[src/riscvPkg.sv]
package riscvPkg;

  // Architectural constants of the RV32I core that the front end feeds.
  localparam int unsigned xlen = 32;

  localparam logic [xlen-1:0] resetVector = 32'h0000_0000;

  // Without compressed instructions every fetch is one word.
  localparam logic [xlen-1:0] instBytes = 32'd4;

  // Kind of control transfer reported by the resolving stage.
  // Only brCond can train a counter toward not-taken.
  typedef enum logic [1:0] {
    brCond = 2'b00,
    brJal  = 2'b01,
    brJalr = 2'b10
  } BranchKind;

endpackage

[src/predictorPkg.sv]
package predictorPkg;

  // Two-bit saturating counter, ordered from not-taken to taken.
  // The upper bit alone tells the predicted direction.
  typedef enum logic [1:0] {
    strongNotTaken = 2'b00,
    weakNotTaken   = 2'b01,
    weakTaken      = 2'b10,
    strongTaken    = 2'b11
  } CounterState;

  // Sizing defaults for the pattern history table and the BTB.
  // Both must be powers of two since they are indexed by PC bits.
  localparam int unsigned defaultPhtEntries = 64;

  localparam int unsigned defaultBtbEntries = 16;

endpackage

[src/PredictLookupIF.sv]
`timescale 1ns/1ps

// Fetch PC out to both predictors, and their answers back in the same cycle.
interface PredictLookupIF;
  logic [riscvPkg::xlen-1:0] pc;
  logic predictTaken;
  logic hit;
  logic [riscvPkg::xlen-1:0] target;

  modport fetch(
    output pc,
    input predictTaken,
    input hit,
    input target
  );

  modport predictor(
    input pc,
    output predictTaken
  );

  modport btb(
    input pc,
    output hit,
    output target
  );
endinterface

[src/BranchUpdateIF.sv]
`timescale 1ns/1ps

// Resolved branch outcome, one update per cycle that valid is high.
interface BranchUpdateIF;
  logic valid;
  logic [riscvPkg::xlen-1:0] pc;
  logic taken;
  logic [riscvPkg::xlen-1:0] target;
  riscvPkg::BranchKind kind;

  modport source(
    output valid,
    output pc,
    output taken,
    output target,
    output kind
  );

  modport predictor(input valid, input pc, input taken, input kind);

  modport btb(input valid, input pc, input taken, input target);
endinterface

[src/BranchPredictor.sv]
`timescale 1ns/1ps

module BranchPredictor #(
  parameter int unsigned phtEntries = predictorPkg::defaultPhtEntries
) (
  input logic clk,
  input logic rstN,
  PredictLookupIF.predictor lookup,
  BranchUpdateIF.predictor update
);
  localparam int unsigned idxBits = $clog2(phtEntries);

  predictorPkg::CounterState counters [phtEntries];

  logic [idxBits-1:0] lookupIdx;
  logic [idxBits-1:0] updateIdx;
  logic stepUp;

  // Moves a counter one step and holds it at either end.
  function automatic predictorPkg::CounterState stepCounter(
    input predictorPkg::CounterState cur,
    input logic up
  );
    predictorPkg::CounterState stepped;
    stepped = cur;
    case (cur)
      predictorPkg::strongNotTaken:
        stepped = up ? predictorPkg::weakNotTaken : predictorPkg::strongNotTaken;
      predictorPkg::weakNotTaken:
        stepped = up ? predictorPkg::weakTaken : predictorPkg::strongNotTaken;
      predictorPkg::weakTaken:
        stepped = up ? predictorPkg::strongTaken : predictorPkg::weakNotTaken;
      predictorPkg::strongTaken:
        stepped = up ? predictorPkg::strongTaken : predictorPkg::weakTaken;
      default:
        stepped = predictorPkg::weakNotTaken;
    endcase
    return stepped;
  endfunction

  // The two byte-offset bits are always zero for word-aligned fetches.
  assign lookupIdx = lookup.pc[idxBits+1:2];
  assign updateIdx = update.pc[idxBits+1:2];

  assign lookup.predictTaken = (counters[lookupIdx] == predictorPkg::weakTaken) ||
                               (counters[lookupIdx] == predictorPkg::strongTaken);

  // Jumps always count as taken, only a conditional branch can fall through.
  assign stepUp = (update.kind != riscvPkg::brCond) || update.taken;

  always_ff @(posedge clk or negedge rstN) begin
    if (!rstN) begin
      for (int i = 0; i < phtEntries; i++) begin
        counters[i] <= predictorPkg::weakNotTaken;
      end
    end else if (update.valid) begin
      counters[updateIdx] <= stepCounter(counters[updateIdx], stepUp);
    end
  end
endmodule

[src/BTB.sv]
`timescale 1ns/1ps

module BTB #(
  parameter int unsigned btbEntries = predictorPkg::defaultBtbEntries
) (
  input logic clk,
  input logic rstN,
  PredictLookupIF.btb lookup,
  BranchUpdateIF.btb update
);
  localparam int unsigned idxBits = $clog2(btbEntries);
  localparam int unsigned tagBits = riscvPkg::xlen - idxBits - 2;

  logic [btbEntries-1:0] valid;
  logic [tagBits-1:0] tags [btbEntries];
  logic [riscvPkg::xlen-1:0] targets [btbEntries];

  logic [idxBits-1:0] lookupIdx;
  logic [tagBits-1:0] lookupTag;
  logic [idxBits-1:0] updateIdx;
  logic [tagBits-1:0] updateTag;
  logic fill;

  // Index sits just above the byte offset and the tag takes the rest of the PC.
  assign lookupIdx = lookup.pc[idxBits+1:2];
  assign lookupTag = lookup.pc[riscvPkg::xlen-1:idxBits+2];
  assign updateIdx = update.pc[idxBits+1:2];
  assign updateTag = update.pc[riscvPkg::xlen-1:idxBits+2];

  assign lookup.hit = valid[lookupIdx] && (tags[lookupIdx] == lookupTag);
  assign lookup.target = targets[lookupIdx];

  // Only taken branches allocate, so a not-taken outcome keeps the old entry.
  assign fill = update.valid && update.taken;

  always_ff @(posedge clk or negedge rstN) begin
    if (!rstN) begin
      valid <= '0;
    end else if (fill) begin
      valid[updateIdx] <= 1'b1;
    end
  end

  always_ff @(posedge clk) begin
    if (fill) begin
      tags[updateIdx] <= updateTag;
      targets[updateIdx] <= update.target;
    end
  end
endmodule

[src/FetchStage.sv]
`timescale 1ns/1ps

module FetchStage (
  input logic clk,
  input logic rstN,
  input logic stall,
  input logic redirectValid,
  input logic [riscvPkg::xlen-1:0] redirectPc,
  PredictLookupIF.fetch lookup,
  output logic [riscvPkg::xlen-1:0] fetchPc,
  output logic fetchValid,
  output logic predictedTaken
);
  logic [riscvPkg::xlen-1:0] pc;
  logic [riscvPkg::xlen-1:0] nextPc;

  assign lookup.pc = pc;

  // A taken counter is useless without a target, so both must agree.
  assign predictedTaken = lookup.hit && lookup.predictTaken;

  // Redirect wins over stall, so a flush is never lost while fetch is held.
  always_comb begin
    if (redirectValid) begin
      nextPc = redirectPc;
    end else if (stall) begin
      nextPc = pc;
    end else if (predictedTaken) begin
      nextPc = lookup.target;
    end else begin
      nextPc = pc + riscvPkg::instBytes;
    end
  end

  always_ff @(posedge clk or negedge rstN) begin
    if (!rstN) begin
      pc <= riscvPkg::resetVector;
    end else begin
      pc <= nextPc;
    end
  end

  // The slot fetched right after a redirect is the flushed one.
  always_ff @(posedge clk or negedge rstN) begin
    if (!rstN) begin
      fetchValid <= 1'b0;
    end else begin
      fetchValid <= !redirectValid;
    end
  end

  assign fetchPc = pc;
endmodule

[src/FrontEnd.sv]
`timescale 1ns/1ps

module FrontEnd #(
  parameter int unsigned phtEntries = predictorPkg::defaultPhtEntries,
  parameter int unsigned btbEntries = predictorPkg::defaultBtbEntries
) (
  input logic clk,
  input logic rstN,
  input logic stall,
  input logic redirectValid,
  input logic [riscvPkg::xlen-1:0] redirectPc,
  input logic updateValid,
  input logic [riscvPkg::xlen-1:0] updatePc,
  input logic updateTaken,
  input logic [riscvPkg::xlen-1:0] updateTarget,
  input riscvPkg::BranchKind updateKind,
  output logic [riscvPkg::xlen-1:0] fetchPc,
  output logic fetchValid,
  output logic predictedTaken
);
  PredictLookupIF lookupIf();

  BranchUpdateIF updateIf();

  // The resolving stage lives outside, its outcome arrives on plain ports.
  assign updateIf.valid = updateValid;
  assign updateIf.pc = updatePc;
  assign updateIf.taken = updateTaken;
  assign updateIf.target = updateTarget;
  assign updateIf.kind = updateKind;

  BranchPredictor #(
    .phtEntries(phtEntries)
  ) branchPredictor (
    .clk(clk),
    .rstN(rstN),
    .lookup(lookupIf),
    .update(updateIf)
  );

  BTB #(
    .btbEntries(btbEntries)
  ) btb (
    .clk(clk),
    .rstN(rstN),
    .lookup(lookupIf),
    .update(updateIf)
  );

  FetchStage fetchStage (
    .clk(clk),
    .rstN(rstN),
    .stall(stall),
    .redirectValid(redirectValid),
    .redirectPc(redirectPc),
    .lookup(lookupIf),
    .fetchPc(fetchPc),
    .fetchValid(fetchValid),
    .predictedTaken(predictedTaken)
  );
endmodule

[config.mk]
export PLATFORM = sky130hd
export DESIGN_NAME = FrontEnd
export DESIGN_NICKNAME = d
export VERILOG_FILES = /design/src/riscvPkg.sv /design/src/predictorPkg.sv /design/src/PredictLookupIF.sv /design/src/BranchUpdateIF.sv /design/src/BranchPredictor.sv /design/src/BTB.sv /design/src/FetchStage.sv /design/src/FrontEnd.sv
export SDC_FILE = /design/constraint.sdc
export NUM_CORES = 1
export LEC_CHECK = 0
export ABC_CLOCK_PERIOD_IN_PS = 7000
export BUFFER_PORTS_ARGS = -buffer_cell sky130_fd_sc_hd__buf_2
export CORE_ASPECT_RATIO = 1.25
export CORE_MARGIN = 2
export CORE_UTILIZATION = 35
export DETAILED_ROUTE_END_ITERATION = 6
export GPL_TIMING_DRIVEN = 0
export PLACE_DENSITY = 0.6
export SYNTH_ARGS = -nofsm -noshare
export SYNTH_HDL_FRONTEND = slang
export SYNTH_SLANG_ARGS = --single-unit
[constraint.sdc]
create_clock -name clk -period 7 [get_ports clk]
set_input_delay 0.7 -clock clk [delete_from_list [all_inputs] [get_ports clk]]
set_output_delay 0.7 -clock clk [all_outputs]
set_load 0.02 [all_outputs]
# Word-level counts from Yosys, hierarchy flattened

Memory sizes are Yosys's and may differ from the RTL's.
Cells that the tools add are included.

Register bits: 177
Bits in latches: 0
Bits in writable memories: 928
ROM bits: 0
Bits of input ports: 104
Output and inout port bits: 34
Memories: 2

Memory list:

| memory      | depth | bits a word | rd ports | clocked after memory_dff | write ports | RTL line  | source |
|---|---|---|---|---|---|---|---|
| btb.targets | 16    | 32          | 1        | 0                        | 1           | BTB.sv:16 | `logic [riscvPkg::xlen-1:0] targets [btbEntries];` |
| btb.tags    | 16    | 26          | 1        | 0                        | 1           | BTB.sv:15 | `logic [tagBits-1:0] tags [btbEntries];` |

Add/subtract/negate cells: 1
Multipliers: 0
Divide/modulo/power cells: 0
Order comparisons: 6
Eq/ne operators: 7
Shift-type cells: 0
Mux-type cells: 24
Bitwise operators: 3
Reductions and logical operators: 10

Operators with widths:

| kind                                                                         | count |
|---|---|
| 128-bit bitwise mux                                                          | 1 |
| 32-bit two-way mux                                                           | 3 |
| 32-bit by 3-bit adder with 32-bit output, second input constant              | 1 |
| 26-bit == test                                                               | 1 |
| 2-bit binary-select mux with 6-bit select                                    | 2 |
| 2-bit two-way mux                                                            | 8 |
| 16-bit bitwise OR                                                            | 1 |
| 7-bit >= comparator, second input constant                                   | 2 |
| 6-bit NOT with 7-bit output                                                  | 2 |
| 2-bit demux with 6-bit select                                                | 1 |
| 4-bit by 5-bit less-than comparator with 1-bit output, second input constant | 2 |
| 2-bit == test, second input constant                                         | 4 |
| 2-bit case mux with 4 select lines                                           | 1 |
| 7-bit by 1-bit less-than comparator with 1-bit output, second input constant | 1 |
| 1-bit two-way mux                                                            | 6 |
| 1-bit logical AND                                                            | 5 |
| 1-bit binary-select mux with 4-bit select                                    | 1 |
| 1-bit demux with 4-bit select                                                | 1 |
| 4-bit by 1-bit >= comparator with 1-bit output, second input constant        | 1 |
| 2-bit by 1-bit == test with 1-bit output, second input constant              | 1 |
| 2-bit logical NOT                                                            | 1 |
| 1-bit logical OR                                                             | 2 |
| 2-bit by 1-bit inequality test with 1-bit output, second input constant      | 1 |
| 2-bit nonzero test                                                           | 1 |
| 1-bit logical NOT                                                            | 1 |

# Longest topological paths before layout

Depth after elaboration: 10
Depth in mapped cells: 15

# Cells and area by module

A second synthesis with hierarchy kept.

Cell total of the unflattened synthesis: 2,499
Area total of the unflattened synthesis: 45,765.1 um^2

By module, submodules not included:

| module          | times used | cells an instance | area an instance (um^2) | seq. area each (um^2) |
|---|---|---|---|---|
| BTB             | 1          | 1,549             | 36,485.0                | 28,267.1 |
| BranchPredictor | 1          | 667               | 6,867.8                 | 3,283.1 |
| FetchStage      | 1          | 283               | 2,412.3                 | 825.8 |

# Worst setup path after synthesis

No wires, ideal clock.

Path kind: input-to-reg
Start point: in updatePc[3] (netlist bit)
End point: reg btb.valid[2]
Library setup time: 0.089 ns
Arrival: 6.455 ns
Setup slack: 0.456 ns
Cell stages on the path: 7
Buffers on the path: 3
Path through: clkbuf_1 > buf_1 > clkbuf_1 > nor2b_1 > nand3_1 > nor3_1 > or2_2

Longest elaborated chain between the ends: 5
Elaborated cells on any way between the ends: 6

RTL lines:

| what                                                                                                                                          | RTL line       | source |
|---|---|---|
| start, declared                                                                                                                               | FrontEnd.sv:13 | `input logic [riscvPkg::xlen-1:0] updatePc,` |
| 4-bit by 5-bit less-than comparator with 1-bit output (not written as such) or 4-bit by 1-bit >= comparator with 1-bit output (tied branches) | BTB.sv:40      | `valid[updateIdx] <= 1'b1;` |
| 1-bit logical AND (not written as such)                                                                                                       | BTB.sv:40      |  |
| 1-bit two-way mux (not written as such)                                                                                                       | BTB.sv:40      |  |
| 1-bit demux with 4-bit select (*)                                                                                                             | --             |  |
| 16-bit bitwise OR (no source line) (*)                                                                                                        | --             |  |
| end signal, assigned                                                                                                                          | BTB.sv:38      | `valid <= '0;` |
| end signal, assigned by index                                                                                                                 | BTB.sv:40      |  |
| end, declared                                                                                                                                 | BTB.sv:14      | `logic [btbEntries-1:0] valid;` |

Every way passes the cells marked *; elsewhere a longest branch is shown, timed or not.
A chain may end at the register's enable or synchronous reset.

# Worst setup path after layout

Start point: reg fetchStage.pc (netlist bit fetchStage.fetchPc[3])
End point: out predictedTaken

Longest elaborated chain between the ends: 7
Elaborated cells on any way between the ends: 13

RTL lines:

| what                                                 | RTL line                                     | source |
|---|---|---|
| start, declared                                      | FetchStage.sv:14                             | `logic [riscvPkg::xlen-1:0] pc;` |
| start signal, assigned                               | FetchStage.sv:37                             | `pc <= riscvPkg::resetVector;` |
| start signal, assigned                               | FetchStage.sv:39                             | `pc <= nextPc;` |
| 6-bit NOT with 7-bit output (not written as such)    | BranchPredictor.sv:45, BranchPredictor.sv:46 |  |
| 2-bit binary-select mux with 6-bit select            | BranchPredictor.sv:45, BranchPredictor.sv:46 |  |
| 2-bit two-way mux (not written as such) (2 in a row) | BranchPredictor.sv:45, BranchPredictor.sv:46 |  |
| 2-bit == test, on equally long branches              | BranchPredictor.sv:45, BranchPredictor.sv:46 |  |
| 1-bit logical OR                                     | BranchPredictor.sv:45                        | `assign lookup.predictTaken = (counters[lookupIdx] == predictorPkg::weakTaken) \|\|` |
| 1-bit logical AND (*)                                | FetchStage.sv:20                             | `assign predictedTaken = lookup.hit && lookup.predictTaken;` |
| end, declared                                        | FrontEnd.sv:19                               | `output logic predictedTaken` |

Every way passes the cells marked *; elsewhere a longest branch is shown, timed or not. The select of a mux whose other input is x is not followed.

==> flow_metrics.py <==
metrics = {
    "pwr": {
        "peakVddDrop_mv": 0.244,
        "combPwrFrac": 0.145,
        "p_leak_nw": 17.9,
        "total_power_mw": 15.7,
        "p_per_area_nw_per_um2": 292,
        "p_int_mw": 11.7,
        "power_switching_share": 0.252,
        "p_switching_mw": 3.94,
        "clkPwrFrac": 0.372,
        "pwr-share-seq": 0.483,
    },
    "route": {
        "vias": 25096,
        "routed_wl_um": 136000,
        "drc": 0,
        "dr.first_iter.drc_count": 2838,
        "avgViaCountPerCell": 5.58,
        "drt-wirelength-per-cell_um": 30.2,
        "ant_nets": 0,
        "first_pass_iters": 7,
    },
    "die": {
        "die_y_um": 409,
        "ioPinCount": 138,
        "rows": 148,
        "die_x_um": 328,
        "fp.coreArea_um2": 130000,
        "die-area_um2": 134000,
        "initial_core_util": 0.352,
    },
    "global_route": {
        "grt_usage": 0.202,
        "grt_pass1_wl_um": 192000,
        "grt_pass1_vias": 25849,
        "overflow": 0,
        "antenna_found_initial": 16,
        "grt_start_max_net_pins": 90,
    },
    "critical_path": {
        "reg2reg_slack_ns": 1.51,
        "path_class": "reg -> out",
        "crit_chain": "buf_2, buf_2, buf_2, buf_2, mux2i_1, nand2_1, a311oi_1, o22ai_1, nor4_1, and3_1, nand3_1, nor4b_2, buf_2",
        "rr_startpoint": "fetchStage.fetchPc[3]",
        "startpoint_type": "flop",
        "crit_path_end_kind": "output port",
        "ff2ff_path_depth": 14,
        "worstSetupEndpoint": "predictedTaken",
        "cpPeakStageDelay_ns": 0.72,
        "cp_slowest_cell": "nor4b_2",
        "worst_ep_arrival_time_ns": 5.75,
        "crit_start": "fetchStage.fetchPc[3]",
        "cp_common_cell": "buf_2",
        "critical_path.max_fanout": 10,
        "critPathRequiredTime_ns": 6.30,
        "crit-reg2reg-capture": "fetchStage.fetchPc[19]",
    },
    "logic_synthesis": {
        "ys_async_sr_fraction": 0.160,
        "synth_cells": 2360,
        "syn_area_per_cell_um2": 19.4,
        "synth_area_um2": 45800,
        "synth_cell_types": 77,
        "syn_nets": 2465,
        "synth_edf_count": 928,
        "ys.flop_type": "edfxtp_1",
        "yosysWarnings": 0,
        "ys_seq_elements": 1105,
        "ys_seq_area_frac": 0.706,
    },
    "clocking": {
        "cts_tree": "built",
        "clkSlewWorstSetupHoldPaths_ns": 0.07,
        "htreeDepth": 3,
        "cts_root_buf": "clkbuf_16",
        "worstSkewPairLatency_ns": 0.71,
        "post_cts_resized": 0,
        "postCtsSetupRepairBufs": 0,
        "cts.path.max_buffers": 3,
        "clock-sinks": 1105,
        "cts_made_buffers": 109,
        "ctsHoldBuffers": 0,
    },
    "placed_design": {
        "placed_cell_area_um2": 50000,
        "dp.cells": 4294,
        "place_ws_ns": 1.35,
        "gp_congestion": 0.915,
        "io_buffer_count": 131,
        "dp_hpwl_um": 96000,
    },
    "layout": {
        "syn2layout_area_growth_pct": 16.9,
        "drive_gt1_frac": 0.345,
        "stdcell_area_um2": 53600,
        "nets": 2785,
        "final_cells": 4501,
        "final_util": 0.412,
    },
    "timing": {
        "slew_headroom": 0.0532,
        "max_freq_mhz": 155,
        "finalWorstSetupSlack_ns": 0.552,
        "fin_skew_ns": 0.0346,
        "setup_tns_ns": 0,
        "min_period_over_period": 0.921,
        "rsz0062_at_grt": "false",
        "hold_ws_ns": -0.00895,
        "setup_violations": 0,
        "finalHoldViolations": 6,
        "fin_crit_ns": 6.45,
        "tightest_slew_ns": 1.41,
        "maxSlewViolCount": 0,
    },
    "hold_path": {
        "worstHoldPathType": "in -> async",
    },
    "status": {
        "status": "complete, but fails checks",
        "violations": "hold timing",
    },
    "flow_run": {
        "maxCapViolCount": 0,
    },
}
## layer usage
| layer | track usage | vias up | wire [um] |
|---|---|---|---|
| met5 | 0 | - | 93 |
| met4 | 0.0826 | 16 | 5560 |
| met3 | 0.0394 | 287 | 10700 |
| met2 | 0.346 | 1160 | 68800 |
| met1 | 0.249 | 13364 | 51100 |
| li1 | - | 10269 | - |
## cells in the final DEF, fill, tap and decap left out, types with 7 or more instances in the layout
cell,n
or2_2,19
xnor2_1,38
bufinv_16,9
clkbuf_8,9
mux2i_1,103
and2_1,8
a21oi_1,14
o221ai_1,26
buf_16,7
nor2_4,11
a22oi_1,16
mux2_2,129
dfstp_2,64
clkinv_1,22
mux4_2,287
dfrtp_1,113
nor2b_1,11
clkbuf_16,112
nor2_1,66
and3_1,14
clkbuf_1,109
mux4_1,12
buf_1,7
buf_8,7
edfxtp_1,928
nand2b_1,12
xor2_1,10
o21ai_0,12
buf_12,29
nand3_1,31
buf_2,165
inv_1,14
nand4_1,15
buf_6,52
nand2_1,131
nor3_1,11
a22o_1,13
clkinv_2,19
## sequential cells by signal, summed over array words and instances, names as in the netlist
register                  flops
btb.valid                    16
fetchStage.fetchPc           32
branchPredictor.counters    128
btb.targets                 512
fetchStage.fetchValid         1
btb.tags                    416
## Yosys cell counts (4+ instances only)
library cell	instances	area share
mux2_2	129	0.032
nor3_1	16	0.0017
mux2i_1	103	0.022
nand4_1	15	0.0020
nor2_1	77	0.0063
buf_4	5	0.00082
o21ai_1	6	0.00066
a22o_1	13	0.0025
edfxtp_1	928	0.61
a221o_1	5	0.0011
dfrtp_1	113	0.062
dfstp_2	64	0.037
nor2b_1	11	0.0015
inv_1	14	0.0011
xnor2_1	38	0.0073
clkbuf_1	82	0.0067
buf_2	35	0.0038
or3_1	5	0.00068
o21ai_0	12	0.0013
nand2b_1	12	0.0016
o2111ai_1	4	0.00076
mux4_2	287	0.14
or2_2	19	0.0026
a31oi_1	5	0.00068
and2_1	8	0.0011
nor3b_1	4	0.00066
and3_1	14	0.0019
a21oi_1	14	0.0015
nand2_1	131	0.011
o221ai_1	26	0.0050
buf_6	14	0.0034
mux4_1	12	0.0069
nor4b_1	4	0.00076
buf_1	7	0.00057
a221oi_1	5	0.00096
a22oi_1	16	0.0026
nand3_1	31	0.0034
xor2_1	10	0.0019
## power by group through the flow
| stage | Sequential (mW) | Clock [mW] | Combinational (mW) |
|---|---|---|---|
| 2_1_floorplan | 7.67 | 0 | 1.40 |
| 3_3_place_gp | 7.69 | 0 | 2.21 |
| 3_5_place_dp | 7.70 | 0 | 2.27 |
| 4_1_cts | 7.57 | 5.91 | 2.28 |
| 5_1_grt | 7.59 | 6.17 | 2.38 |
| 6_report | 7.57 | 5.82 | 2.27 |
## final cells by class
cell class / instances / area, um^2
diodes: 2 / 5.00
plain buffers: 146 / 759
clock buffers: 148 / 3030
clock inverters: 57 / 532
fillers: 11379 / 76600
inverters: 17 / 63.8
multi-input cells: 1092 / 12800
flip-flops and latches: 1105 / 32400
well taps: 1725 / 2160
repair buffers: 209 / 1910
## logic make-up after synthesis
kind of cell | synth area share
buf+inv | 0.0180
compound gates | 0.0247
xor+xnor | 0.00917
flops | 0.706
simple gates | 0.0392
mux | 0.202
fa+ha+maj | 0.000764
## worst min path at each step
stage                                    end  slack (ns)          start  depth (start not counted)
2_1_floorplan  branchPredictor.counters[101]        0.40           rstN                          0
3_3_place_gp                   btb.valid[15]        0.45  btb.valid[15]                          1
3_5_place_dp                    btb.valid[6]        0.45   btb.valid[6]                          1
4_1_cts          branchPredictor.counters[1]       0.006           rstN                          1
5_1_grt         branchPredictor.counters[29]        0.05           rstN                          1
6_report        branchPredictor.counters[27]      -0.009           rstN                          1
## critical path: cells and delay by family (launching register included)
family	cells	cell delay, ns
buffers and inverters	5	2.00
AND/OR/NAND/NOR	5	1.51
AO/OA/AOI/OAI	2	0.64
flip-flops	1	0.48
multiplexers	1	0.40
(Power assumes the default switching activity.)
